## config.mk

```make
export PLATFORM = sky130hd
export DESIGN_NAME = udp_arb_mux
export DESIGN_NICKNAME = d
export VERILOG_FILES = /design/src/logic/udp_mux_pkg.sv /design/src/logic/rr_arbiter.sv /design/src/logic/udp_frame_select.sv /design/src/logic/udp_payload_skid.sv /design/src/logic/udp_arb_mux.sv
export SDC_FILE = /design/constraint.sdc
export NUM_CORES = 1
export LEC_CHECK = 0
export BUFFER_PORTS_ARGS = -buffer_cell sky130_fd_sc_hd__buf_2
export CAP_MARGIN = 25
export CORE_AREA = 2 2 376 378
export CTS_BUF_LIST = sky130_fd_sc_hd__clkbuf_4 sky130_fd_sc_hd__clkbuf_8
export CTS_CLUSTER_SIZE = 16
export DETAILED_ROUTE_END_ITERATION = 6
export DIE_AREA = 0 0 378 380
export PLACE_DENSITY = 0.3
export SYNTH_ARGS = -nofsm -noshare
export SYNTH_HDL_FRONTEND = slang
export SYNTH_HIERARCHICAL = 1
export SYNTH_SLANG_ARGS = --single-unit
```

## constraint.sdc

```tcl
create_clock -name clk -period 5.44 [get_ports clk]
set_clock_uncertainty 0.2 [all_clocks]
set_input_delay 0 -clock clk [delete_from_list [all_inputs] [get_ports clk]]
set_output_delay 0 -clock clk [all_outputs]
set_load 0.01 [all_outputs]
```

## src/logic/udp_mux_pkg.sv

```systemverilog
// width constants, udp header and payload beat structs, frame state enum
`default_nettype none

package udp_mux_pkg;

    // field widths of the udp header channel
    localparam int mac_width = 48;
    localparam int ip_width  = 32;
    localparam int len_width = 16;

    // payload is one byte per beat
    localparam int data_width = 8;

    // one header, 176 bits, dest_mac in the top bits
    typedef struct packed {
        logic [mac_width-1:0] dest_mac;
        logic [mac_width-1:0] src_mac;
        logic [len_width-1:0] length;
        logic [ip_width-1:0]  source_ip;
        logic [ip_width-1:0]  dest_ip;
    } udp_hdr_t;

    // one payload beat, 10 bits
    typedef struct packed {
        logic [data_width-1:0] data;
        // marks the final byte of the frame
        logic                  last;
        logic                  user;
    } udp_beat_t;

    // selector state
    // idle waits for a grant, busy passes payload until last
    typedef enum logic {
        frame_idle = 1'b0,
        frame_busy = 1'b1
    } frame_state_t;

endpackage

`default_nettype wire

```

## src/logic/rr_arbiter.sv

```systemverilog
// round-robin arbiter with rotating priority mask and a registered grant held until acknowledge
`timescale 1ns/1ns
`default_nettype none

module rr_arbiter #(
    parameter int port_count = 4
) (
    input  wire                          clk,
    input  wire                          rst,
    input  wire [port_count-1:0]         request,
    input  wire [port_count-1:0]         acknowledge,
    output logic                         grant_valid,
    output logic [$clog2(port_count)-1:0] grant_index
);

    localparam int index_width = $clog2(port_count);

    logic [port_count-1:0]  mask;
    logic [port_count-1:0]  mask_next;
    logic [port_count-1:0]  masked_request;
    logic                   grant_valid_next;
    logic [index_width-1:0] grant_index_next;

    // lowest set bit wins
    function automatic logic [index_width-1:0] lowest_set(input logic [port_count-1:0] vec);
        logic [index_width-1:0] idx;
        idx = '0;
        for (int i = port_count - 1; i >= 0; i--) begin
            if (vec[i]) begin
                idx = index_width'(i);
            end
        end
        return idx;
    endfunction

    assign masked_request = request & mask;

    always_comb begin
        grant_valid_next = grant_valid;
        grant_index_next = grant_index;
        mask_next        = mask;

        // rearbitrate when empty or on the release cycle
        if (!grant_valid || acknowledge[grant_index]) begin
            grant_valid_next = |request;
            if (|masked_request) begin
                grant_index_next = lowest_set(masked_request);
            end else if (|request) begin
                grant_index_next = lowest_set(request);
            end

            // ports above the new winner go first next time
            if (|request) begin
                for (int k = 0; k < port_count; k++) begin
                    mask_next[k] = (k > int'(grant_index_next));
                end
            end
        end
    end

    always_ff @(posedge clk) begin
        if (rst) begin
            grant_valid <= 1'b0;
            grant_index <= '0;
            // all ones so port 0 wins first
            mask        <= '1;
        end else begin
            grant_valid <= grant_valid_next;
            grant_index <= grant_index_next;
            mask        <= mask_next;
        end
    end

endmodule

`default_nettype wire

```

## src/logic/udp_frame_select.sv

```systemverilog
// frame tracking, header capture, payload selection and per-port ready steering
`timescale 1ns/1ns
`default_nettype none

module udp_frame_select #(
    parameter int port_count = 4
) (
    input  wire                           clk,
    input  wire                           rst,
    // source header channels
    input  wire                           s_hdr_valid [port_count],
    input  wire udp_mux_pkg::udp_hdr_t    s_hdr [port_count],
    output logic                          s_hdr_ready [port_count],
    // source payload channels
    input  wire                           s_pay_valid [port_count],
    input  wire udp_mux_pkg::udp_beat_t   s_pay [port_count],
    output logic                          s_pay_ready [port_count],
    // arbiter side
    input  wire                           grant_valid,
    input  wire [$clog2(port_count)-1:0]  grant_index,
    output logic [port_count-1:0]         request,
    output logic [port_count-1:0]         acknowledge,
    // output header
    output logic                          m_hdr_valid,
    input  wire                           m_hdr_ready,
    output udp_mux_pkg::udp_hdr_t         m_hdr,
    // to the skid stage
    output logic                          int_valid,
    output udp_mux_pkg::udp_beat_t        int_beat,
    input  wire                           int_ready
);

    import udp_mux_pkg::*;

    localparam int index_width = $clog2(port_count);

    frame_state_t frame_state;
    logic         hdr_take;
    logic         pay_fire;
    logic         sel_valid;
    udp_beat_t    sel_beat;

    // start only if the header slot is free or draining this cycle
    assign hdr_take = (frame_state == frame_idle) && grant_valid
                      && (!m_hdr_valid || m_hdr_ready);

    // granted port's payload
    assign sel_valid = s_pay_valid[grant_index];
    assign sel_beat  = s_pay[grant_index];

    // payload moves only once the header is captured
    assign int_valid = (frame_state == frame_busy) && sel_valid;
    assign int_beat  = sel_beat;
    assign pay_fire  = int_valid && int_ready;

    always_comb begin
        for (int n = 0; n < port_count; n++) begin
            s_hdr_ready[n] = hdr_take && (grant_index == index_width'(n));
            s_pay_ready[n] = (frame_state == frame_busy) && int_ready
                             && (grant_index == index_width'(n));
            // the granted port does not request again until released
            request[n]     = s_hdr_valid[n]
                             && !(grant_valid && (grant_index == index_width'(n)));
            acknowledge[n] = pay_fire && sel_beat.last
                             && (grant_index == index_width'(n));
        end
    end

    always_ff @(posedge clk) begin
        if (rst) begin
            frame_state <= frame_idle;
            m_hdr_valid <= 1'b0;
        end else begin
            if (hdr_take) begin
                frame_state <= frame_busy;
            end else if (pay_fire && sel_beat.last) begin
                frame_state <= frame_idle;
            end

            if (hdr_take) begin
                m_hdr_valid <= 1'b1;
            end else if (m_hdr_ready) begin
                m_hdr_valid <= 1'b0;
            end
        end
    end

    // header register
    always_ff @(posedge clk) begin
        if (hdr_take) begin
            m_hdr <= s_hdr[grant_index];
        end
    end

endmodule

`default_nettype wire

```

## src/logic/udp_payload_skid.sv

```systemverilog
// registered payload output stage with a temporary slot and a registered input ready
`timescale 1ns/1ns
`default_nettype none

module udp_payload_skid (
    input  wire                         clk,
    input  wire                         rst,
    input  wire                         int_valid,
    input  wire udp_mux_pkg::udp_beat_t int_beat,
    output logic                        int_ready,
    output logic                        m_pay_valid,
    output udp_mux_pkg::udp_beat_t      m_pay,
    input  wire                         m_pay_ready
);

    import udp_mux_pkg::*;

    udp_beat_t temp_beat;
    logic      temp_valid;
    logic      int_ready_early;
    logic      out_valid_next;
    logic      temp_valid_next;
    logic      load_out_from_int;
    logic      load_temp_from_int;
    logic      load_out_from_temp;

    // ready next cycle unless the temp slot could fill up
    assign int_ready_early = m_pay_ready
                             || (!temp_valid && (!m_pay_valid || !int_valid));

    always_comb begin
        out_valid_next     = m_pay_valid;
        temp_valid_next    = temp_valid;
        load_out_from_int  = 1'b0;
        load_temp_from_int = 1'b0;
        load_out_from_temp = 1'b0;

        if (int_ready) begin
            if (m_pay_ready || !m_pay_valid) begin
                // output free, go straight there
                out_valid_next    = int_valid;
                load_out_from_int = 1'b1;
            end else begin
                // output stalled, park in temp
                temp_valid_next    = int_valid;
                load_temp_from_int = 1'b1;
            end
        end else if (m_pay_ready) begin
            // input closed, drain temp into output
            out_valid_next     = temp_valid;
            temp_valid_next    = 1'b0;
            load_out_from_temp = 1'b1;
        end
    end

    always_ff @(posedge clk) begin
        if (rst) begin
            m_pay_valid <= 1'b0;
            temp_valid  <= 1'b0;
            int_ready   <= 1'b0;
        end else begin
            m_pay_valid <= out_valid_next;
            temp_valid  <= temp_valid_next;
            int_ready   <= int_ready_early;
        end
    end

    // beat registers
    always_ff @(posedge clk) begin
        if (load_out_from_int) begin
            m_pay <= int_beat;
        end else if (load_out_from_temp) begin
            m_pay <= temp_beat;
        end

        if (load_temp_from_int) begin
            temp_beat <= int_beat;
        end
    end

endmodule

`default_nettype wire

```

## src/logic/udp_arb_mux.sv

```systemverilog
// top level of the udp arbitrated mux: arbiter, frame selector and payload skid stage
`timescale 1ns/1ns
`default_nettype none

module udp_arb_mux #(
    parameter int port_count = 4
) (
    input  wire                         clk,
    input  wire                         rst,
    // source ports
    input  wire                         s_hdr_valid [port_count],
    output logic                        s_hdr_ready [port_count],
    input  wire udp_mux_pkg::udp_hdr_t  s_hdr [port_count],
    input  wire                         s_pay_valid [port_count],
    output logic                        s_pay_ready [port_count],
    input  wire udp_mux_pkg::udp_beat_t s_pay [port_count],
    // merged output
    output logic                        m_hdr_valid,
    input  wire                         m_hdr_ready,
    output udp_mux_pkg::udp_hdr_t       m_hdr,
    output logic                        m_pay_valid,
    input  wire                         m_pay_ready,
    output udp_mux_pkg::udp_beat_t      m_pay
);

    import udp_mux_pkg::*;

    logic [port_count-1:0]         request;
    logic [port_count-1:0]         acknowledge;
    logic                          grant_valid;
    logic [$clog2(port_count)-1:0] grant_index;

    // selector to skid stage
    logic      int_valid;
    udp_beat_t int_beat;
    logic      int_ready;

    rr_arbiter #(
        .port_count(port_count)
    ) i_rr_arbiter (
        .clk         (clk),
        .rst         (rst),
        .request     (request),
        .acknowledge (acknowledge),
        .grant_valid (grant_valid),
        .grant_index (grant_index)
    );

    udp_frame_select #(
        .port_count(port_count)
    ) i_udp_frame_select (
        .clk         (clk),
        .rst         (rst),
        .s_hdr_valid (s_hdr_valid),
        .s_hdr       (s_hdr),
        .s_hdr_ready (s_hdr_ready),
        .s_pay_valid (s_pay_valid),
        .s_pay       (s_pay),
        .s_pay_ready (s_pay_ready),
        .grant_valid (grant_valid),
        .grant_index (grant_index),
        .request     (request),
        .acknowledge (acknowledge),
        .m_hdr_valid (m_hdr_valid),
        .m_hdr_ready (m_hdr_ready),
        .m_hdr       (m_hdr),
        .int_valid   (int_valid),
        .int_beat    (int_beat),
        .int_ready   (int_ready)
    );

    udp_payload_skid i_udp_payload_skid (
        .clk         (clk),
        .rst         (rst),
        .int_valid   (int_valid),
        .int_beat    (int_beat),
        .int_ready   (int_ready),
        .m_pay_valid (m_pay_valid),
        .m_pay       (m_pay),
        .m_pay_ready (m_pay_ready)
    );

endmodule

`default_nettype wire

```

==> results of run 1 <==
## cells in the mapped netlist, types with 2 or more instances
library cell / count
and2_1: 3
nor2_1: 13
buf_4: 18
a21boi_0: 2
nand2_1: 6
o21ai_0: 2
a21oi_1: 5
nand3_1: 4
mux4_2: 187
nand2b_1: 5
clkbuf_1: 3
mux2i_1: 2
o21a_1: 3
buf_1: 7
dfxtp_1: 12
nor3_1: 3
nor2b_1: 2
inv_1: 5
edfxtp_1: 196
buf_2: 16
nand4_1: 3
mux2_2: 10
buf_6: 2
## through the flow
stage | cells | hold WS [ns]
after floorplan | 531 | -0.138
after global placement | 3318 | 0.0960
after detailed placement | 3318 | 0.0947
## kinds of logic after synthesis
family	Yosys count	synth area share
simple gates	44	0.0204
buf+inv	51	0.0262
compound gates	29	0.0207
mux	199	0.387
flops	208	0.546
==> results.ini, run 1 <==
[synth]
synth_seq_area_share=0.546
synth_edf_count=196
synth_ff_type=edfxtp_1
yosys_warnings=6
synth_area_leaders=edfxtp_1 52%, mux4_2 38%, dfxtp_1 2.1%
synth.net_count=1287
synth-async-reset-ratio=0
yosys.area.top_type=edfxtp_1
synth_seq_cells=208
synth_area_per_cell_um2=21.1
syn_inst=531
syn_area_mm2=0.0112
synth_top_area_frac=0.524
synth_cell_types=45

[floorplanning]
die_x_um=378
die_height_um=380
io-pin-count=952
num_rows=137
start_util=0.0807

[placed_design]
portBuffers=951
hpwl_um=71900
gp_congestion=0.843
dp_slack_ns=2.41
postPlaceCellArea_mm2=0.0182

[cts]
ctsHoldBuffers=682
cts_buffer_depth=3
cts_resized=0
htree_num_levels=2
post-cts-setup-buffers=0
clock-sinks=208
numCtsBuffers=47
clockRootBuffer=clkbuf_8

[status]
failing_step=4_1_cts
status=did not finish
toolErrorMsg=[ERROR RSZ-0060] Max buffer count reached.

==> inputs of run 2 (changes only) <==
--- a/config.mk
+++ b/config.mk
@@ -7,12 +7,10 @@
 export LEC_CHECK = 0
 export BUFFER_PORTS_ARGS = -buffer_cell sky130_fd_sc_hd__buf_2
 export CAP_MARGIN = 25
-export CORE_AREA = 2 2 376 378
-export CTS_BUF_LIST = sky130_fd_sc_hd__clkbuf_4 sky130_fd_sc_hd__clkbuf_8
-export CTS_CLUSTER_SIZE = 16
+export CORE_AREA = 2 2 368 370
 export DETAILED_ROUTE_END_ITERATION = 6
-export DIE_AREA = 0 0 378 380
-export PLACE_DENSITY = 0.3
+export DIE_AREA = 0 0 370 372
+export PLACE_DENSITY_LB_ADDON = 0.15
 export SYNTH_ARGS = -nofsm -noshare
 export SYNTH_HDL_FRONTEND = slang
 export SYNTH_HIERARCHICAL = 1
==> run 2 against run 1 <==
The flow now finishes without violations. Area after synthesis is the same. Synthesized cell count did not move.
==> results.ini, run 2 <==
[timing]
finalSetupViolCount=0
hold_ws_ns=0.123
setup_tns_ns=0
tightestPinTransition_ns=0.972
maxSlewViolCount=0
rsz0062_at_grt=no
fmax_mhz=272
post-route-min-period_ns=3.68
hold_viol_final=0
fin_crit_sh=0.677
slew_headroom=0.352

[drt]
drc_errors=0
wire_per_inst_um=23.2
routed-via-count=12030
dr.pass1.iters=4
drtAntennaViolNets=0
drt_wl_total_um=85400
avgViaCountPerCell=3.27
drtIter0Drc=503

[global_routing]
grt-ovfl-total=0
grt_antenna_before_repair=105
first_global_vias=12679
grt_pass1_wl_um=109000
grtUsageTotal=0.118
grt_max_degree=84

[power_and_ir_drop]
p_leak_uw=0.00910
irDropWorstVdd_mv=0.155
powerDensity_mw_per_mm2=274
power_uw=6290
internal_power_uw=4470
seq_power_share=0.342
switching_share=0.289
power.switching_uw=1820
clkPwrFrac=0.336
combPwrFrac=0.322

[cells_and_area]
top_regs=i_udp_frame_select/m_hdr: 176 flops, i_udp_payload_skid/m_pay: 10 flops, i_udp_payload_skid/temp_beat: 10 flops
drive_gt1_frac=0.639
final_core_util=0.171
fin_cells=3681
layout_common_cells=951 x buf_2, 388 x dlygate4sd3_1, 196 x edfxtp_1
area_growth_syn_to_layout_pct=105
layout.nets=2625
final_common_cell=buf_2
largest_reg_flops=176
regMostFlops=i_udp_frame_select/m_hdr

[placed_design]
portBuffers=951  ; unchanged
gp_congestion=0.849  ; +0.71%
dp.cells=3225  ; -2.8%
hpwl_um=72200  ; +0.46%

[critical_path]
critPathArrivalTime_ns=3.98
crit_chain=buf_4, nand2b_1, o21a_1, nand2_1, a32oi_1, dlygate4sd3_1, nand4_1, dlygate4sd3_1, a21oi_1
cpMaxStageDelayCell=buf_4
crit_fanout=61
crit_required_ns=5.74
cp-start-kind=register
max_stage_delay_ns=0.71
cp_top_family=buffers and inverters
critPathBufInv=3
critPathKind=reg -> reg
cpMostUsedCell=dlygate4sd3_1
critPathCaptureType=register

[synth]
synth_area_per_cell_um2=21.1  ; unchanged
synth-async-reset-ratio=0  ; unchanged
syn_inst=531  ; unchanged
synth_area_leaders=edfxtp_1 52%, mux4_2 38%, dfxtp_1 2.1%
synth_ff_type=edfxtp_1
synth_top_cells_by_count=196 x edfxtp_1, 187 x mux4_2, 18 x buf_4
synth_seq_cells=208  ; unchanged
yosys.area.top_type=edfxtp_1
yosys_warnings=6  ; unchanged
synth.net_count=1287  ; unchanged
syn_area_mm2=0.0112  ; unchanged
synth_edf_count=196  ; unchanged
synth_top_area_frac=0.524  ; unchanged
synth_seq_area_share=0.546  ; unchanged
synth_cell_types=45  ; unchanged
synth_most_common_cell=edfxtp_1

[floorplanning]
die_height_um=372  ; -2.1%
die_x_um=370  ; -2.1%
io-pin-count=952  ; unchanged
core_area_mm2=0.134
start_util=0.0836  ; +0.00295
num_rows=135  ; -1.5%
die-area_mm2=0.138

[status]
status=finished, final reports clean

[cts]
cts_buffer_depth=3  ; unchanged
cts_resized=0  ; unchanged
htree_num_levels=2  ; unchanged
clockRootBuffer=clkbuf_16
ctsHoldBuffers=388  ; -43%
post-cts-setup-buffers=0  ; unchanged
clk_pin_slew_ns=0.05
tritoncts=yes
clk_latency_ns=0.57
numCtsBuffers=34  ; -28%
clock-sinks=208  ; unchanged

[job]
maxCapViolations=0

[min_path]
hp-class=in -> reg

-- run 2: layout make-up --
class | instances | area, um^2
antenna | 7 | 17.5
tap | 1781 | 2230
fill | 15050 | 111000
timing repair buffer | 1348 | 8760
inverter | 5 | 26.3
multi-input combinational | 272 | 4810
clock buffer | 43 | 906
clock inverter | 17 | 106
sequential | 208 | 6130
-- run 2: per-stage QoR --
stage	setup slack [ns]	instance area (um^2)
2_1_floorplan	0.688	11200
5_1_grt	1.55	23000
6_report	1.76	23000
3_5_place_dp	2.33	18100
4_1_cts	1.72	22900
3_3_place_gp	2.38	18100
-- run 2: kinds of logic after synthesis --
family / synth area share
flops: 0.546
buf+inv: 0.0262
mux: 0.387
compound gates: 0.0207
simple gates: 0.0204
-- run 2: power groups by stage --
| stage | clock, uW | sequential [uW] | combinational (uW) |
|---|---|---|---|
| after global routing | 2290 | 2180 | 2180 |
| after floorplan | 0 | 2240 | 766 |
| after CTS | 2250 | 2160 | 2060 |
| after detailed placement | 0 | 2190 | 1560 |
| after global placement | 0 | 2200 | 1550 |
| final | 2110 | 2150 | 2020 |
-- run 2: path summary, 6_finish.rpt --
path / startpoint / end / slack (ns) / depth (start not counted)
min reg2reg: i_rr_arbiter/mask[0] / i_rr_arbiter/mask[0] / 0.31 / 1
max reg2reg: i_rr_arbiter/grant_index[1] / i_rr_arbiter/grant_index[0] / 1.76 / 9
max: i_rr_arbiter/grant_index[1] / i_rr_arbiter/grant_index[0] / 1.76 / 9
min: rst / i_udp_frame_select/frame_state / 0.12 / 3
-- run 2: worst min-delay path, stage by stage --
cell and delay (ns):
dlygate4sd3_1 0.51, buf_2 0.29, a21oi_2 0.04
-- run 2: metal layers --
layer  routed length (um)  track usage  up-vias
met2                41200        0.199      726
met4                 2130       0.0272       28
li1                     -            -     5104
met3                 8500       0.0443      194
met1                33500        0.141     5978
met5                  187            0        -
Note: power is estimated with default switching activity, not from simulation.
